**src/hdl/rv_isa_pkg.sv**
```systemverilog
`default_nettype none

package rv_isa_pkg;

  // alu operations of the supported subset
  typedef enum logic [2:0] {
    ALU_ADD,
    ALU_SUB,
    ALU_AND,
    ALU_OR,
    ALU_SLT
  } alu_op_t;

  // major opcodes
  localparam logic [6:0] OP_R      = 7'b0110011;
  localparam logic [6:0] OP_I      = 7'b0010011;
  localparam logic [6:0] OP_LOAD   = 7'b0000011;
  localparam logic [6:0] OP_STORE  = 7'b0100011;
  localparam logic [6:0] OP_BRANCH = 7'b1100011;
  localparam logic [6:0] OP_JAL    = 7'b1101111;

  localparam logic [2:0] F3_ADD = 3'b000;
  localparam logic [2:0] F3_AND = 3'b111;
  localparam logic [2:0] F3_OR  = 3'b110;
  localparam logic [2:0] F3_SLT = 3'b010;
  localparam logic [2:0] F3_BEQ = 3'b000;
  localparam logic [2:0] F3_BNE = 3'b001;
  localparam logic [6:0] F7_SUB = 7'b0100000;

  // immediate formats
  typedef enum logic [1:0] {
    IMM_I,
    IMM_S,
    IMM_B,
    IMM_J
  } imm_sel_t;

endpackage

`default_nettype wire

```
**src/hdl/rv_pipe_pkg.sv**
```systemverilog
`default_nettype none

package rv_pipe_pkg;

  localparam int XLEN = 32;

  localparam logic [XLEN-1:0] RESET_PC = 32'h0000_0000;
  // addi x0, x0, 0
  localparam logic [31:0]     NOP_INST = 32'h0000_0013;

  typedef enum logic [1:0] {
    FWD_REG,
    FWD_MEM,
    FWD_WB
  } fwd_sel_t;

  typedef enum logic [1:0] {
    PC_SEQ,
    PC_JAL,
    PC_BR
  } pc_sel_t;

  typedef enum logic {
    RES_ALU,
    RES_MEM
  } res_sel_t;

  typedef struct packed {
    logic     reg_we;
    res_sel_t res_sel;
  } wb_ctrl_t;

  typedef struct packed {
    logic     mem_we;
    logic     mem_re;
    wb_ctrl_t wb;
  } mem_ctrl_t;

  // alu_src set selects the immediate as second operand
  typedef struct packed {
    rv_isa_pkg::alu_op_t alu_op;
    logic                alu_src;
    logic                is_branch;
    logic                br_ne;
    mem_ctrl_t           mem;
  } ex_ctrl_t;

endpackage

`default_nettype wire

```
**src/hdl/alu.sv**
```systemverilog
`timescale 1ns/1ns
`default_nettype none

module alu (
  input  wire rv_isa_pkg::alu_op_t          i_op,
  input  wire logic [rv_pipe_pkg::XLEN-1:0] i_a,
  input  wire logic [rv_pipe_pkg::XLEN-1:0] i_b,
  output logic      [rv_pipe_pkg::XLEN-1:0] o_y,
  output logic                              o_zero,
  output logic                              o_neg
);

  import rv_isa_pkg::*;
  import rv_pipe_pkg::*;

  logic [XLEN-1:0] diff;
  logic            lt;

  assign diff = i_a - i_b;
  // sign of the exact difference, corrected for overflow
  assign lt = (i_a[XLEN-1] != i_b[XLEN-1]) ? i_a[XLEN-1] : diff[XLEN-1];

  always_comb begin
    unique case (i_op)
      ALU_ADD: o_y = i_a + i_b;
      ALU_SUB: o_y = diff;
      ALU_AND: o_y = i_a & i_b;
      ALU_OR:  o_y = i_a | i_b;
      ALU_SLT: o_y = {{(XLEN-1){1'b0}}, lt};
      default: o_y = '0;
    endcase
  end

  assign o_zero = (o_y == '0);
  assign o_neg  = lt;

endmodule

`default_nettype wire

```
**src/hdl/controller.sv**
```systemverilog
`timescale 1ns/1ns
`default_nettype none

module controller (
  input  wire logic                   clk,
  input  wire logic                   i_arst_n,
  input  wire logic [31:0]            i_inst_d,
  input  wire logic                   i_zero,
  input  wire logic                   i_neg,
  input  wire logic                   i_flush_e,
  output rv_isa_pkg::imm_sel_t        o_imm_sel,
  output logic                        o_is_jal,
  output rv_isa_pkg::alu_op_t         o_alu_op,
  output logic                        o_alu_src,
  output rv_pipe_pkg::pc_sel_t        o_pc_sel,
  output logic                        o_mem_we,
  output logic                        o_mem_re_e,
  output logic                        o_mem_re,
  output logic                        o_reg_we_m,
  output logic                        o_reg_we_w,
  output rv_pipe_pkg::res_sel_t       o_res_sel
);

  import rv_isa_pkg::*;
  import rv_pipe_pkg::*;

  logic [6:0] opcode;
  logic [2:0] funct3;
  ex_ctrl_t   dec, ex_q;
  mem_ctrl_t  mem_q;
  wb_ctrl_t   wb_q;

  assign opcode = i_inst_d[6:0];
  assign funct3 = i_inst_d[14:12];

  function automatic alu_op_t alu_decode(input logic [2:0] f3, input logic sub);
    unique case (f3)
      F3_ADD:  return sub ? ALU_SUB : ALU_ADD;
      F3_AND:  return ALU_AND;
      F3_OR:   return ALU_OR;
      F3_SLT:  return ALU_SLT;
      default: return ALU_ADD;
    endcase
  endfunction

  // ID decode
  always_comb begin
    dec       = '0;
    o_imm_sel = IMM_I;
    o_is_jal  = 1'b0;
    unique case (opcode)
      OP_R: begin
        dec.alu_op        = alu_decode(funct3, i_inst_d[31:25] == F7_SUB);
        dec.mem.wb.reg_we = 1'b1;
      end
      OP_I: begin
        dec.alu_op        = alu_decode(funct3, 1'b0);
        dec.alu_src       = 1'b1;
        dec.mem.wb.reg_we = 1'b1;
      end
      OP_LOAD: begin
        dec.alu_src        = 1'b1;
        dec.mem.mem_re     = 1'b1;
        dec.mem.wb.reg_we  = 1'b1;
        dec.mem.wb.res_sel = RES_MEM;
      end
      OP_STORE: begin
        o_imm_sel      = IMM_S;
        dec.alu_src    = 1'b1;
        dec.mem.mem_we = 1'b1;
      end
      OP_BRANCH: begin
        // compare by subtraction, zero flag decides
        o_imm_sel     = IMM_B;
        dec.alu_op    = ALU_SUB;
        dec.is_branch = (funct3 == F3_BEQ) || (funct3 == F3_BNE);
        dec.br_ne     = (funct3 == F3_BNE);
      end
      OP_JAL: begin
        o_imm_sel         = IMM_J;
        o_is_jal          = 1'b1;
        dec.alu_src       = 1'b1;
        dec.mem.wb.reg_we = 1'b1;
      end
      default: ;
    endcase
  end

  pipe_reg #(.T(ex_ctrl_t)) u_ex_ctrl (
    .clk(clk), .i_arst_n(i_arst_n), .i_en(1'b1), .i_clr(i_flush_e),
    .i_d(dec), .o_q(ex_q)
  );

  pipe_reg #(.T(mem_ctrl_t)) u_mem_ctrl (
    .clk(clk), .i_arst_n(i_arst_n), .i_en(1'b1), .i_clr(1'b0),
    .i_d(ex_q.mem), .o_q(mem_q)
  );

  pipe_reg #(.T(wb_ctrl_t)) u_wb_ctrl (
    .clk(clk), .i_arst_n(i_arst_n), .i_en(1'b1), .i_clr(1'b0),
    .i_d(mem_q.wb), .o_q(wb_q)
  );

  // taken branch in EX overrides jal in ID
  always_comb begin
    if (ex_q.is_branch && (ex_q.br_ne ^ i_zero)) begin
      o_pc_sel = PC_BR;
    end else if (o_is_jal) begin
      o_pc_sel = PC_JAL;
    end else begin
      o_pc_sel = PC_SEQ;
    end
  end

  assign o_alu_op   = ex_q.alu_op;
  assign o_alu_src  = ex_q.alu_src;
  assign o_mem_re_e = ex_q.mem.mem_re;
  assign o_mem_we   = mem_q.mem_we;
  assign o_mem_re   = mem_q.mem_re;
  assign o_reg_we_m = mem_q.wb.reg_we;
  assign o_reg_we_w = wb_q.reg_we;
  assign o_res_sel  = wb_q.res_sel;

  a_mem_we_re_excl: assert property (
    @(posedge clk) disable iff (!i_arst_n)
    !(o_mem_we && o_mem_re)
  );

endmodule

`default_nettype wire

```
**src/hdl/datapath.sv**
```systemverilog
`timescale 1ns/1ns
`default_nettype none

module datapath (
  input  wire logic                         clk,
  input  wire logic                         i_arst_n,
  input  wire logic [31:0]                  i_inst,
  input  wire logic [rv_pipe_pkg::XLEN-1:0] i_dmem_rdata,
  input  wire rv_isa_pkg::imm_sel_t         i_imm_sel,
  input  wire logic                         i_is_jal,
  input  wire rv_isa_pkg::alu_op_t          i_alu_op,
  input  wire logic                         i_alu_src,
  input  wire rv_pipe_pkg::pc_sel_t         i_pc_sel,
  input  wire logic                         i_reg_we,
  input  wire rv_pipe_pkg::res_sel_t        i_res_sel,
  input  wire rv_pipe_pkg::fwd_sel_t        i_fwd_a,
  input  wire rv_pipe_pkg::fwd_sel_t        i_fwd_b,
  input  wire logic                         i_stall,
  input  wire logic                         i_flush_d,
  input  wire logic                         i_flush_e,
  output logic      [rv_pipe_pkg::XLEN-1:0] o_pc,
  output logic      [rv_pipe_pkg::XLEN-1:0] o_dmem_addr,
  output logic      [rv_pipe_pkg::XLEN-1:0] o_dmem_wdata,
  output logic      [31:0]                  o_inst_d,
  output logic                              o_zero,
  output logic                              o_neg,
  output logic      [4:0]                   o_rs1_d,
  output logic      [4:0]                   o_rs2_d,
  output logic      [4:0]                   o_rs1_e,
  output logic      [4:0]                   o_rs2_e,
  output logic      [4:0]                   o_rd_e,
  output logic      [4:0]                   o_rd_m,
  output logic      [4:0]                   o_rd_w
);

  import rv_isa_pkg::*;
  import rv_pipe_pkg::*;

  typedef struct packed {
    logic [31:0]     inst;
    logic [XLEN-1:0] pc;
  } if_id_t;

  typedef struct packed {
    logic [XLEN-1:0] rd1;
    logic [XLEN-1:0] rd2;
    logic [XLEN-1:0] imm;
    logic [XLEN-1:0] pc;
    logic [4:0]      rs1;
    logic [4:0]      rs2;
    logic [4:0]      rd;
  } id_ex_t;

  typedef struct packed {
    logic [XLEN-1:0] alu_y;
    logic [XLEN-1:0] wdata;
    logic [4:0]      rd;
  } ex_mem_t;

  typedef struct packed {
    logic [XLEN-1:0] alu_y;
    logic [XLEN-1:0] rdata;
    logic [4:0]      rd;
  } mem_wb_t;

  localparam if_id_t IF_ID_RST = '{inst: NOP_INST, pc: RESET_PC};

  logic [XLEN-1:0] pc_next, pc_plus4, jal_target, br_target;
  logic [XLEN-1:0] rd1_d, rd2_d, imm_d;
  logic [XLEN-1:0] src_a, fwd_b, src_b, alu_y_e, result_w;
  if_id_t          if_id_q;
  id_ex_t          id_ex_d, id_ex_q;
  ex_mem_t         ex_mem_q;
  mem_wb_t         mem_wb_q;

  // IF
  assign pc_plus4 = o_pc + 32'd4;

  always_comb begin
    unique case (i_pc_sel)
      PC_JAL:  pc_next = jal_target;
      PC_BR:   pc_next = br_target;
      default: pc_next = pc_plus4;
    endcase
  end

  pipe_reg #(.T(logic [XLEN-1:0]), .RESET_VAL(RESET_PC)) u_pc_reg (
    .clk(clk), .i_arst_n(i_arst_n), .i_en(!i_stall), .i_clr(1'b0),
    .i_d(pc_next), .o_q(o_pc)
  );

  pipe_reg #(.T(if_id_t), .RESET_VAL(IF_ID_RST)) u_if_id (
    .clk(clk), .i_arst_n(i_arst_n), .i_en(!i_stall), .i_clr(i_flush_d),
    .i_d(if_id_t'{inst: i_inst, pc: o_pc}), .o_q(if_id_q)
  );

  // ID
  assign o_inst_d = if_id_q.inst;
  assign o_rs1_d  = o_inst_d[19:15];
  assign o_rs2_d  = o_inst_d[24:20];

  reg_file u_reg_file (
    .clk(clk), .i_arst_n(i_arst_n),
    .i_we(i_reg_we), .i_waddr(o_rd_w), .i_wdata(result_w),
    .i_raddr1(o_rs1_d), .i_raddr2(o_rs2_d),
    .o_rdata1(rd1_d), .o_rdata2(rd2_d)
  );

  always_comb begin
    unique case (i_imm_sel)
      IMM_S:   imm_d = {{20{o_inst_d[31]}}, o_inst_d[31:25], o_inst_d[11:7]};
      IMM_B:   imm_d = {{20{o_inst_d[31]}}, o_inst_d[7], o_inst_d[30:25],
                        o_inst_d[11:8], 1'b0};
      IMM_J:   imm_d = {{12{o_inst_d[31]}}, o_inst_d[19:12], o_inst_d[20],
                        o_inst_d[30:21], 1'b0};
      default: imm_d = {{20{o_inst_d[31]}}, o_inst_d[31:20]};
    endcase
  end

  assign jal_target = if_id_q.pc + imm_d;

  // jal turns into pc + 4 through the alu, rs1 forced to x0 so nothing forwards
  always_comb begin
    id_ex_d.rd1 = i_is_jal ? if_id_q.pc : rd1_d;
    id_ex_d.rd2 = rd2_d;
    id_ex_d.imm = i_is_jal ? 32'd4 : imm_d;
    id_ex_d.pc  = if_id_q.pc;
    id_ex_d.rs1 = i_is_jal ? 5'd0 : o_rs1_d;
    id_ex_d.rs2 = o_rs2_d;
    id_ex_d.rd  = o_inst_d[11:7];
  end

  pipe_reg #(.T(id_ex_t)) u_id_ex (
    .clk(clk), .i_arst_n(i_arst_n), .i_en(1'b1), .i_clr(i_flush_e),
    .i_d(id_ex_d), .o_q(id_ex_q)
  );

  // EX
  assign o_rs1_e = id_ex_q.rs1;
  assign o_rs2_e = id_ex_q.rs2;
  assign o_rd_e  = id_ex_q.rd;

  always_comb begin
    unique case (i_fwd_a)
      FWD_MEM: src_a = ex_mem_q.alu_y;
      FWD_WB:  src_a = result_w;
      default: src_a = id_ex_q.rd1;
    endcase
    unique case (i_fwd_b)
      FWD_MEM: fwd_b = ex_mem_q.alu_y;
      FWD_WB:  fwd_b = result_w;
      default: fwd_b = id_ex_q.rd2;
    endcase
  end

  assign src_b     = i_alu_src ? id_ex_q.imm : fwd_b;
  assign br_target = id_ex_q.pc + id_ex_q.imm;

  alu u_alu (
    .i_op(i_alu_op), .i_a(src_a), .i_b(src_b),
    .o_y(alu_y_e), .o_zero(o_zero), .o_neg(o_neg)
  );

  pipe_reg #(.T(ex_mem_t)) u_ex_mem (
    .clk(clk), .i_arst_n(i_arst_n), .i_en(1'b1), .i_clr(1'b0),
    .i_d(ex_mem_t'{alu_y: alu_y_e, wdata: fwd_b, rd: id_ex_q.rd}), .o_q(ex_mem_q)
  );

  // MEM
  assign o_dmem_addr  = ex_mem_q.alu_y;
  assign o_dmem_wdata = ex_mem_q.wdata;
  assign o_rd_m       = ex_mem_q.rd;

  pipe_reg #(.T(mem_wb_t)) u_mem_wb (
    .clk(clk), .i_arst_n(i_arst_n), .i_en(1'b1), .i_clr(1'b0),
    .i_d(mem_wb_t'{alu_y: ex_mem_q.alu_y, rdata: i_dmem_rdata, rd: ex_mem_q.rd}),
    .o_q(mem_wb_q)
  );

  // WB
  assign o_rd_w   = mem_wb_q.rd;
  assign result_w = (i_res_sel == RES_MEM) ? mem_wb_q.rdata : mem_wb_q.alu_y;

endmodule

`default_nettype wire

```
**src/hdl/hazard_unit.sv**
```systemverilog
`timescale 1ns/1ns
`default_nettype none

module hazard_unit (
  input  wire logic [4:0]           i_rs1_d,
  input  wire logic [4:0]           i_rs2_d,
  input  wire logic [4:0]           i_rs1_e,
  input  wire logic [4:0]           i_rs2_e,
  input  wire logic [4:0]           i_rd_e,
  input  wire logic [4:0]           i_rd_m,
  input  wire logic [4:0]           i_rd_w,
  input  wire logic                 i_reg_we_m,
  input  wire logic                 i_reg_we_w,
  input  wire logic                 i_mem_re_e,
  input  wire rv_pipe_pkg::pc_sel_t i_pc_sel,
  input  wire logic                 i_is_jal,
  output rv_pipe_pkg::fwd_sel_t     o_fwd_a,
  output rv_pipe_pkg::fwd_sel_t     o_fwd_b,
  output logic                      o_stall,
  output logic                      o_flush_d,
  output logic                      o_flush_e
);

  import rv_pipe_pkg::*;

  logic br_taken;
  logic lw_stall;

  // the younger result in MEM wins over WB
  function automatic fwd_sel_t pick_fwd(input logic [4:0] rs);
    if (i_reg_we_m && i_rd_m != 5'd0 && i_rd_m == rs) begin
      return FWD_MEM;
    end else if (i_reg_we_w && i_rd_w != 5'd0 && i_rd_w == rs) begin
      return FWD_WB;
    end
    return FWD_REG;
  endfunction

  always_comb begin
    o_fwd_a = pick_fwd(i_rs1_e);
    o_fwd_b = pick_fwd(i_rs2_e);
  end

  assign br_taken = (i_pc_sel == PC_BR);
  assign lw_stall = i_mem_re_e && (i_rd_e != 5'd0) &&
                    ((i_rd_e == i_rs1_d) || (i_rd_e == i_rs2_d));

  // wrong-path ID instruction after a taken branch needs no stall
  assign o_stall   = lw_stall && !br_taken;
  // a stalled jal keeps its slot until the stall clears
  assign o_flush_d = br_taken || (i_is_jal && !o_stall);
  assign o_flush_e = br_taken || o_stall;

endmodule

`default_nettype wire

```
**src/hdl/pipe_reg.sv**
```systemverilog
`timescale 1ns/1ns
`default_nettype none

module pipe_reg #(
  parameter type T         = logic,
  parameter T    RESET_VAL = T'('0)
) (
  input  wire logic clk,
  input  wire logic i_arst_n,
  input  wire logic i_en,
  input  wire logic i_clr,
  input  wire T     i_d,
  output T          o_q
);

  // clear wins over enable so a flush also beats a stall
  always_ff @(posedge clk or negedge i_arst_n) begin
    if (!i_arst_n) begin
      o_q <= RESET_VAL;
    end else if (i_clr) begin
      o_q <= RESET_VAL;
    end else if (i_en) begin
      o_q <= i_d;
    end
  end

  a_clr_loads_reset_val: assert property (
    @(posedge clk) disable iff (!i_arst_n)
    i_clr |=> (o_q == RESET_VAL)
  );

endmodule

`default_nettype wire

```
**src/hdl/reg_file.sv**
```systemverilog
`timescale 1ns/1ns
`default_nettype none

module reg_file (
  input  wire logic                         clk,
  input  wire logic                         i_arst_n,
  input  wire logic                         i_we,
  input  wire logic [4:0]                   i_waddr,
  input  wire logic [rv_pipe_pkg::XLEN-1:0] i_wdata,
  input  wire logic [4:0]                   i_raddr1,
  input  wire logic [4:0]                   i_raddr2,
  output logic      [rv_pipe_pkg::XLEN-1:0] o_rdata1,
  output logic      [rv_pipe_pkg::XLEN-1:0] o_rdata2
);

  import rv_pipe_pkg::*;

  // x0 has no storage
  logic [XLEN-1:0] regs [1:31];

  always_ff @(posedge clk) begin
    if (i_we && i_waddr != 5'd0) begin
      regs[i_waddr] <= i_wdata;
    end
  end

  // write data bypasses to the same-cycle read in ID
  function automatic logic [XLEN-1:0] read_port(input logic [4:0] addr);
    if (addr == 5'd0) begin
      return '0;
    end else if (i_we && addr == i_waddr) begin
      return i_wdata;
    end
    return regs[addr];
  endfunction

  always_comb begin
    o_rdata1 = read_port(i_raddr1);
    o_rdata2 = read_port(i_raddr2);
  end

  a_x0_reads_zero: assert property (
    @(posedge clk) disable iff (!i_arst_n)
    (i_raddr1 == 5'd0 |-> o_rdata1 == '0) and (i_raddr2 == 5'd0 |-> o_rdata2 == '0)
  );

endmodule

`default_nettype wire

```
**src/hdl/rv_core.sv**
```systemverilog
`timescale 1ns/1ns
`default_nettype none

module rv_core (
  input  wire logic                         clk,
  input  wire logic                         i_arst_n,
  input  wire logic [31:0]                  i_imem_rdata,
  input  wire logic [rv_pipe_pkg::XLEN-1:0] i_dmem_rdata,
  output logic      [rv_pipe_pkg::XLEN-1:0] o_imem_addr,
  output logic                              o_dmem_we,
  output logic      [rv_pipe_pkg::XLEN-1:0] o_dmem_addr,
  output logic      [rv_pipe_pkg::XLEN-1:0] o_dmem_wdata
);

  import rv_isa_pkg::*;
  import rv_pipe_pkg::*;

  logic [31:0] inst_d;
  logic        zero, neg;
  imm_sel_t    imm_sel;
  alu_op_t     alu_op;
  pc_sel_t     pc_sel;
  res_sel_t    res_sel;
  fwd_sel_t    fwd_a, fwd_b;
  logic        is_jal, alu_src, mem_re_e, reg_we_m, reg_we_w;
  logic        stall, flush_d, flush_e;
  logic [4:0]  rs1_d, rs2_d, rs1_e, rs2_e, rd_e, rd_m, rd_w;

  datapath u_datapath (
    .clk(clk), .i_arst_n(i_arst_n),
    .i_inst(i_imem_rdata), .i_dmem_rdata(i_dmem_rdata),
    .i_imm_sel(imm_sel), .i_is_jal(is_jal), .i_alu_op(alu_op), .i_alu_src(alu_src),
    .i_pc_sel(pc_sel), .i_reg_we(reg_we_w), .i_res_sel(res_sel),
    .i_fwd_a(fwd_a), .i_fwd_b(fwd_b),
    .i_stall(stall), .i_flush_d(flush_d), .i_flush_e(flush_e),
    .o_pc(o_imem_addr), .o_dmem_addr(o_dmem_addr), .o_dmem_wdata(o_dmem_wdata),
    .o_inst_d(inst_d), .o_zero(zero), .o_neg(neg),
    .o_rs1_d(rs1_d), .o_rs2_d(rs2_d), .o_rs1_e(rs1_e), .o_rs2_e(rs2_e),
    .o_rd_e(rd_e), .o_rd_m(rd_m), .o_rd_w(rd_w)
  );

  // MEM read strobe stays internal since the data memory reads every cycle
  controller u_controller (
    .clk(clk), .i_arst_n(i_arst_n),
    .i_inst_d(inst_d), .i_zero(zero), .i_neg(neg), .i_flush_e(flush_e),
    .o_imm_sel(imm_sel), .o_is_jal(is_jal), .o_alu_op(alu_op), .o_alu_src(alu_src),
    .o_pc_sel(pc_sel), .o_mem_we(o_dmem_we), .o_mem_re_e(mem_re_e), .o_mem_re(),
    .o_reg_we_m(reg_we_m), .o_reg_we_w(reg_we_w), .o_res_sel(res_sel)
  );

  hazard_unit u_hazard_unit (
    .i_rs1_d(rs1_d), .i_rs2_d(rs2_d), .i_rs1_e(rs1_e), .i_rs2_e(rs2_e),
    .i_rd_e(rd_e), .i_rd_m(rd_m), .i_rd_w(rd_w),
    .i_reg_we_m(reg_we_m), .i_reg_we_w(reg_we_w), .i_mem_re_e(mem_re_e),
    .i_pc_sel(pc_sel), .i_is_jal(is_jal),
    .o_fwd_a(fwd_a), .o_fwd_b(fwd_b),
    .o_stall(stall), .o_flush_d(flush_d), .o_flush_e(flush_e)
  );

endmodule

`default_nettype wire

```
**config.mk**
```make
export PLATFORM = sky130hd
export DESIGN_NAME = rv_core
export DESIGN_NICKNAME = d
export VERILOG_FILES = /design/src/hdl/rv_isa_pkg.sv /design/src/hdl/rv_pipe_pkg.sv /design/src/hdl/alu.sv /design/src/hdl/controller.sv /design/src/hdl/datapath.sv /design/src/hdl/hazard_unit.sv /design/src/hdl/pipe_reg.sv /design/src/hdl/reg_file.sv /design/src/hdl/rv_core.sv
export SDC_FILE = /design/constraint.sdc
export NUM_CORES = 2
export LEC_CHECK = 0
export BUFFER_PORTS_ARGS = -buffer_cell sky130_fd_sc_hd__buf_2
export CORE_ASPECT_RATIO = 1.1
export CORE_UTILIZATION = 57
export DETAILED_ROUTE_END_ITERATION = 6
export GPL_ROUTABILITY_DRIVEN = 0
export PLACE_DENSITY = 0.77
export REMOVE_ABC_BUFFERS = 1
export SYNTH_ARGS = -nofsm -noshare
export SYNTH_HDL_FRONTEND = slang
export SYNTH_SLANG_ARGS = --single-unit
```
**constraint.sdc**
```tcl
create_clock -name clk -period 8.3 [get_ports clk]
set_clock_uncertainty 0.05 [all_clocks]
set_input_delay 1.66 -clock clk [delete_from_list [all_inputs] [get_ports clk]]
set_output_delay 1.66 -clock clk [all_outputs]
set_load 0.05 [all_outputs]
```
== Word-level counts from Yosys, hierarchy flattened ==
Memories as Yosys holds them, arrays and structs flattened.
Cells that the tools add are included.
Operators by class
  add/sub/neg operators: 5
  multipliers: 0
  divide/modulo/power cells: 0
  order comparisons: 0
  equality and inequality tests: 34
  shifts and indexed selects: 0
  multiplexer cells: 50
  bitwise operators: 3
  reduce and logical (&&, ||, !) cells: 29
Operators with widths (count)
  32-bit two-way mux: 10
  32-bit one-hot mux with 2 select lines: 3
  32-bit one-hot mux with 5 select lines: 1
  143-bit two-way mux: 1
  64-bit two-way mux: 2
  32-bit adder: 3
  20-bit one-hot mux with 3 select lines: 1
  5-bit == test: 8
  32-bit by 3-bit adder with 32-bit output, second input constant: 1
  32-bit bitwise AND: 1
  32-bit zero test: 1
  32-bit OR: 1
  32-bit subtractor: 1
  7-bit by 6-bit == test with 1-bit output, second input constant: 3
  1-bit two-way mux: 18
  3-bit one-hot mux with 3 select lines: 2
  2-bit two-way mux: 8
  5-bit nonzero test: 3
  7-bit == test, second input constant: 2
  1-bit logical AND: 13
  3-bit one-hot mux with 4 select lines: 1
  2-bit == test, second input constant: 5
  5-bit zero test: 2
  10-bit two-way mux: 1
  15 further kinds: 29
Storage, ports and cells
  register bits: 392
  bits in latches: 0
  bits in writable memories: 992
  memory bits (read-only): 0
  input port bits: 66
  output and inout bits: 97
  word-level logic and storage cells: 151
  memories: 1
Memories
  u_datapath.u_reg_file.regs: words 31, bits a word 32, rd ports 2, clocked after memory_dff 0, wr ports 1, RTL line reg_file.sv:19  | logic [XLEN-1:0] regs [1:31];

== Depth between registers and ports, before layout ==
  depth in word-level cells: 23
  mapped depth: 37
  depth with buffers taken out: 33

== Cells and area by module ==
A second synthesis with hierarchy kept.
Unflattened totals
  cell total of the unflattened synthesis: 5695
  area, all modules: 75531.2 µm²
Modules (own cells, without submodules)
  reg_file: times used 1, cells each 2536, area each 46390.7 µm²
  datapath: times used 1, cells each 1021, area each 7275.7 µm²
  pipe_reg at u_datapath.u_id_ex: times used 1, cells each 461, area each 5793.1 µm²
  pipe_reg at u_datapath.u_ex_mem ...: times used 2, cells each 223, area each 2785.2 µm²
  alu: times used 1, cells each 781, area each 5242.5 µm²
  pipe_reg at u_datapath.u_if_id: times used 1, cells each 206, area each 2628.8 µm²
  pipe_reg at u_datapath.u_pc_reg: times used 1, cells each 103, area each 1323.8 µm²
  hazard_unit: times used 1, cells each 54, area each 424.2 µm²
  pipe_reg at u_controller.u_ex_ctrl: times used 1, cells each 32, area each 402.9 µm²
  controller: times used 1, cells each 36, area each 241.5 µm²
  pipe_reg at u_controller.u_mem_ctrl: times used 1, cells each 13, area each 160.2 µm²
  pipe_reg at u_controller.u_wb_ctrl: times used 1, cells each 6, area each 77.6 µm²

== Worst setup path after synthesis ==
No wires, ideal clock.
  kind: register -> register
  start: reg u_datapath.u_mem_wb.o_q[4] (netlist bit)
  end: reg u_datapath.u_pc_reg.o_q[4] (netlist bit)
  setup time: 0.107 ns
  arrival: 8.157 ns
  data required time: 8.143 ns
  slack: -0.014 ns
  cell stages (with the launch flop): 37
  buffers on the path: 5
  clock period less this slack: 8.314 ns
  cell sequence: dfrtp_1 buf_1 xnor2_1 nand3_1 nor4_1 clkbuf_1 clkbuf_1 nand2_1 o21ai_0 o21ai_0 ha_1 clkbuf_1 inv_1 a21oi_1 nand3_1 a221oi_1 a211oi_1 a21oi_1 o2bb2ai_1 nor2_1 o21ai_0 nand2b_1 fa_1 nand2_1 a21oi_1 nor3_1 o221ai_1 or4_1 or4b_1 nor4_1 nand4_1 nor4_1 and3_2 mux2_4 buf_6 mux2_2 a2111oi_4
On the way
  cells in the longest elaborated chain, start to end: 19
RTL lines
  start, declared: RTL line pipe_reg.sv:13  | output T o_q
  start signal, assigned: RTL line pipe_reg.sv:23  | o_q <= i_d;
  5-bit nonzero test: RTL line hazard_unit.sv:33  | end else if (i_reg_we_w && i_rd_w != 5'd0 && i_rd_w == rs) begin
  1-bit logical AND (2 in a row): RTL line hazard_unit.sv:33
  1-bit two-way mux: RTL line hazard_unit.sv:33
  1-bit two-way mux: RTL line hazard_unit.sv:31  | if (i_reg_we_m && i_rd_m != 5'd0 && i_rd_m == rs) begin
  2-bit two-way mux: RTL line hazard_unit.sv:36  | return FWD_REG;
  2-bit == test / 2-bit by 1-bit == test with 1-bit output (equally long branches): RTL line datapath.sv:149  | unique case (i_fwd_b)
  32-bit one-hot mux with 2 select lines: RTL line datapath.sv:149
  32-bit two-way mux: RTL line datapath.sv:156  | assign src_b = i_alu_src ? id_ex_q.imm : fwd_b;
  32-bit subtractor / 1-bit inequality test (equally long branches): RTL line alu.sv:19, alu.sv:21
  1-bit two-way mux: RTL line alu.sv:21  | assign lt = (i_a[XLEN-1] != i_b[XLEN-1]) ? i_a[XLEN-1] : diff[XLEN-1];
  32-bit one-hot mux with 5 select lines *: RTL line alu.sv:24  | unique case (i_op)
  32-bit zero test *: RTL line alu.sv:34  | assign o_zero = (o_y == '0);
  1-bit bitwise XOR *: RTL line controller.sv:106  | if (ex_q.is_branch && (ex_q.br_ne ^ i_zero)) begin
  1-bit logical AND *: RTL line controller.sv:106
  2-bit two-way mux *: RTL line controller.sv:106
  branches (longest 3 deep; another with 32-bit one-hot mux with 2 select lines)
  end signal, assigned: RTL line pipe_reg.sv:23
  end, declared: RTL line pipe_reg.sv:13
Mark *: on every way between the ends.
A chain may end at the register's enable or synchronous reset.

== Worst setup path after layout ==
  start: reg u_datapath.u_mem_wb.o_q[2] (netlist bit)
  end: reg u_datapath.u_pc_reg.o_q[4] (netlist bit)
On the way
  cells in the longest elaborated chain, start to end: 19
RTL lines
  5-bit nonzero test: RTL line hazard_unit.sv:33
  1-bit logical AND: RTL line hazard_unit.sv:33
  1-bit logical AND *: RTL line hazard_unit.sv:33
  1-bit two-way mux *: RTL line hazard_unit.sv:33
  1-bit two-way mux *: RTL line hazard_unit.sv:31
  2-bit two-way mux *: RTL line hazard_unit.sv:36
  2-bit == test / 2-bit by 1-bit == test with 1-bit output (equally long branches): RTL line datapath.sv:149
  32-bit one-hot mux with 2 select lines *: RTL line datapath.sv:149
  net u_datapath.fwd_b[15]: RTL line datapath.sv:70  | logic [XLEN-1:0] src_a, fwd_b, src_b, alu_y_e, result_w;
  (+1 left out)
  32-bit subtractor: RTL line alu.sv:19  | assign diff = i_a - i_b;
  1-bit two-way mux: RTL line alu.sv:21
  32-bit one-hot mux with 5 select lines *: RTL line alu.sv:24
  32-bit zero test *: RTL line alu.sv:34
  1-bit bitwise XOR *: RTL line controller.sv:106
  1-bit logical AND *: RTL line controller.sv:106
  2-bit two-way mux *: RTL line controller.sv:106
  branches (longest 3 deep; another with 32-bit one-hot mux with 2 select lines)
Mark *: on every way through the listed nets, which the timed path passes.

==> flow_summary.yaml <==
drt:
  vias_per_cell: 7.24
  routed_wl_um: 229000
  vias: 50451
  first_iter_violations: 7651
  final_antenna_net_count: 0
  drt_pass1_iterations: 7
  route.detailed.drc: 0
  post_drt_wl_per_cell_um: 32.9
setup_path:
  crit_path_end_kind: "flip-flop"
  startpoint: "u_datapath.u_mem_wb.o_q[2]"
  rr_startpoint: "u_datapath.u_mem_wb.o_q[2]"
  worstPathRequired_ns: 8.92
  crit_top_cell: "buf_4"
  r2r_slack_ns: 0.14
  start_kind: "flip-flop"
  path_class: "reg2reg"
  cpPeakStageDelay_ns: 0.54
  arrival_ns: 8.77
  cp_slowest_cell: "or4_1"
  r2r_cells: 37
  r2r_end: "u_datapath.u_pc_reg.o_q[4]"
  path_max_fanout: 8
  endpoint: "u_datapath.u_pc_reg.o_q[4]"
pwr:
  p_clk_frac: 0.304
  power_density_nw_per_um2: 253
  p_sw_frac: 0.326
  p_int_mw: 13.5
  comb_power_share: 0.250
  p_seq_frac: 0.446
  p_switching_mw: 6.54
  p_leak_nw: 28.8
  ir_drop_mv: 0.155
  total_power_mw: 20.0
yosys:
  synth.area.top_cells: "edfxtp_1 (43%), mux4_2 (18%), dfrtp_1 (13%)"
  syn_area_sq_um: 69900
  synth.distinct_cells: 86
  synth.yosys.seq_area_share: 0.562
  ys.flop_type: "edfxtp_1"
  synth_top_cell_area_share: 0.426
  yosys_warnings: 0
  synthArstFlopShare: 0.277
  synth_edf_count: 992
  synth_top_cell_by_area: "edfxtp_1"
  avgSynthCellArea_sq_um: 14.1
  ys_ff_latch: 1372
  synthCells: 4972
clocking:
  clk_pin_slew_ns: 0.06
  clk_latency_ns: 0.79
  numCtsBuffers: 134
  cts_tree: "yes"
  cts_sinks: 1372
  cts_root_buf: "clkbuf_16"
  cts_buffer_depth: 3
  htree_num_levels: 4
sta:
  holdWs_ns: 0.305
  post-route-period-util: 0.983
  tightest_slew_ns: 1.36
  drv_slew: 0
  clock.fmax_ghz: 0.123
  maxSlewHeadroom: 0.0812
  period_minus_slack_ns: 8.16
  report.final.setup_viol: 0
  hold_viol: 0
floorplan:
  dieArea_sq_um: 124000
  start_util: 0.575
  die_y_um: 369
  die_width_um: 336
  num_io_pins: 163
  rows: 134
  fp.coreArea_sq_um: 122000
grt:
  grt_max_degree: 144
  grt_overflow_total: 0
  grt_pass1_wl_um: 331000
  grt_pass1_vias: 50315
  grt_usage: 0.370
  grt_antenna_before_repair: 10
finish:
  fin_nets: 5455
  drive_above_1_share: 0.261
  finish.utilization: 0.651
  area_delta_synth_final_pct: 13.2
  fin_cells: 6968
placed_design:
  dp_cells: 6696
  dp_hpwl_um: 132000
  portBuffers: 162
flow_run:
  cap_viol_max_count: 0
outcome:
  status: "completed"
min_path:
  hp-class: "reg2reg"
## cell usage after synthesis, types with 8 or more instances
library cell,instances
clkbuf_1,264
o22ai_1,52
dfrtp_1,377
o211ai_1,25
mux2i_1,181
or4_1,11
a21o_1,52
mux2_2,29
xor2_1,45
or3_1,9
nand2_1,338
and3_1,85
a211oi_1,88
mux4_2,545
buf_2,11
buf_1,74
a22oi_1,13
inv_1,149
or2_2,13
a211o_1,35
o21ai_0,236
nor4_1,27
and2_1,12
edfxtp_1,992
a31oi_1,27
a21oi_1,338
nand3_1,135
buf_4,8
nand4_1,17
nor2b_1,27
o21a_1,33
o21bai_1,15
xnor2_1,62
nand3b_1,11
nand2b_1,19
o31ai_1,17
ha_1,159
nor3_1,46
nor2_1,275
## metrics by stage
step	cell area, sq um	setup TNS (ns)	setup slack, ns
after global placement	74100	0	0.0609
after global routing	79100	-3.62	-0.108
after floorplan	68500	-1200.73	-6.77
after detailed placement	74100	-0.858	-0.0620
final	79100	0	0.144
after CTS	78400	0	0.00687
## how the worst min path moves through the flow
| stage | startpoint | endpoint | cells past startpoint |
|---|---|---|---|
| 3_3_place_gp | u_controller.u_mem_ctrl.o_q[0] | u_controller.u_wb_ctrl.o_q[0] | 0 |
| 4_1_cts | u_controller.u_mem_ctrl.o_q[0] | u_controller.u_wb_ctrl.o_q[0] | 0 |
| 3_5_place_dp | u_controller.u_mem_ctrl.o_q[0] | u_controller.u_wb_ctrl.o_q[0] | 0 |
| 5_1_grt | u_controller.u_mem_ctrl.o_q[0] | u_controller.u_wb_ctrl.o_q[0] | 0 |
| 6_report | u_controller.u_mem_ctrl.o_q[0] | u_controller.u_wb_ctrl.o_q[0] | 0 |
| 2_1_floorplan | u_controller.u_ex_ctrl.o_q[1] | u_controller.u_mem_ctrl.o_q[1] | 0 |
## worst max-delay path: cells and delay by family (launching register included)
family                   cells  cell delay, ns
adder cells (fa/ha/maj)      2            0.58
AO/OA/AOI/OAI               14            2.43
flip-flops                   1            0.40
AND/OR/NAND/NOR             11            2.62
buffers and inverters        7            0.94
multiplexers                 3            0.96
## final cells by class
cell class,count,area [sq um]
antenna,3,7.51
clock buffer,173,3700
clock inverter,71,606
fill,8162,42400
inverter,150,563
multi-input combinational,3089,29400
sequential,1372,39300
tap,1632,2040
timing repair buffer,478,3490
## logic make-up after synthesis
| family | after synthesis | synth area share |
|---|---|---|
| multiplexers | 758 | 0.207 |
| XOR/XNOR | 107 | 0.0134 |
| buffers and inverters | 511 | 0.0285 |
| AND/OR/NAND/NOR | 1044 | 0.0693 |
| flip-flops | 1372 | 0.562 |
| adder cells (fa/ha/maj) | 164 | 0.0299 |
| AO/OA/AOI/OAI | 1016 | 0.0900 |
## registers in the layout, summed over array words and instances (netlist names)
name,flops
u_controller.u_wb_ctrl.o_q,2
u_datapath.u_ex_mem.o_q,69
u_datapath.u_if_id.o_q,64
u_controller.u_ex_ctrl.o_q,9
u_datapath.u_id_ex.o_q,132
u_datapath.u_reg_file.regs,992
u_datapath.u_pc_reg.o_q,32
u_datapath.u_mem_wb.o_q,69
u_controller.u_mem_ctrl.o_q,3
## metal layers
| metal | track usage | vias to the layer above | wire (um) |
|---|---|---|---|
| li1 | - | 19966 | - |
| met1 | 0.439 | 24808 | 72800 |
| met2 | 0.583 | 4427 | 107000 |
| met3 | 0.109 | 1234 | 30200 |
| met4 | 0.253 | 16 | 19300 |
| met5 | 0 | - | 98 |
## repair_timing
item / in CTS / in global routing
resized for setup: 3 / 101
gates cloned: 0 / 4
hold buffers: 0 / 0
pin swaps: 0 / 24
setup endpoints to repair: 117 / 237
setup buffers: 0 / 22
## power groups by stage
stage          registers, mW  clock network (mW)  logic, mW
6_report                8.93                6.10       5.01
5_1_grt                 8.96                6.35       5.27
4_1_cts                 8.90                6.10       4.75
3_5_place_dp            9.04                   0       4.70
3_3_place_gp            9.02                   0       4.60
2_1_floorplan           9.45                   0       2.68
## cell usage in the layout, fill, tap and decap left out, types with 23 or more instances in the layout
master and instances:
o21ai_0 213, clkbuf_1 23, buf_2 161, mux2i_1 179, mux4_2 545, edfxtp_1 992
inv_1 149, and3_1 85, a21oi_1 330, buf_4 291, clkbuf_16 144, dfrtp_1 365
o21a_1 33, xnor2_1 59, ha_1 150, mux2_2 25, a211oi_1 83, nand2_1 335
xor2_1 45, a31oi_1 27, nor2_4 32, nor2_1 239, nand3_1 132, o22ai_1 52
a21o_1 52, nor2b_1 26, clkinv_1 24, o211ai_1 25, a211o_1 35, nor3_1 44
No activity file was read; power rests on OpenSTA's default activity.
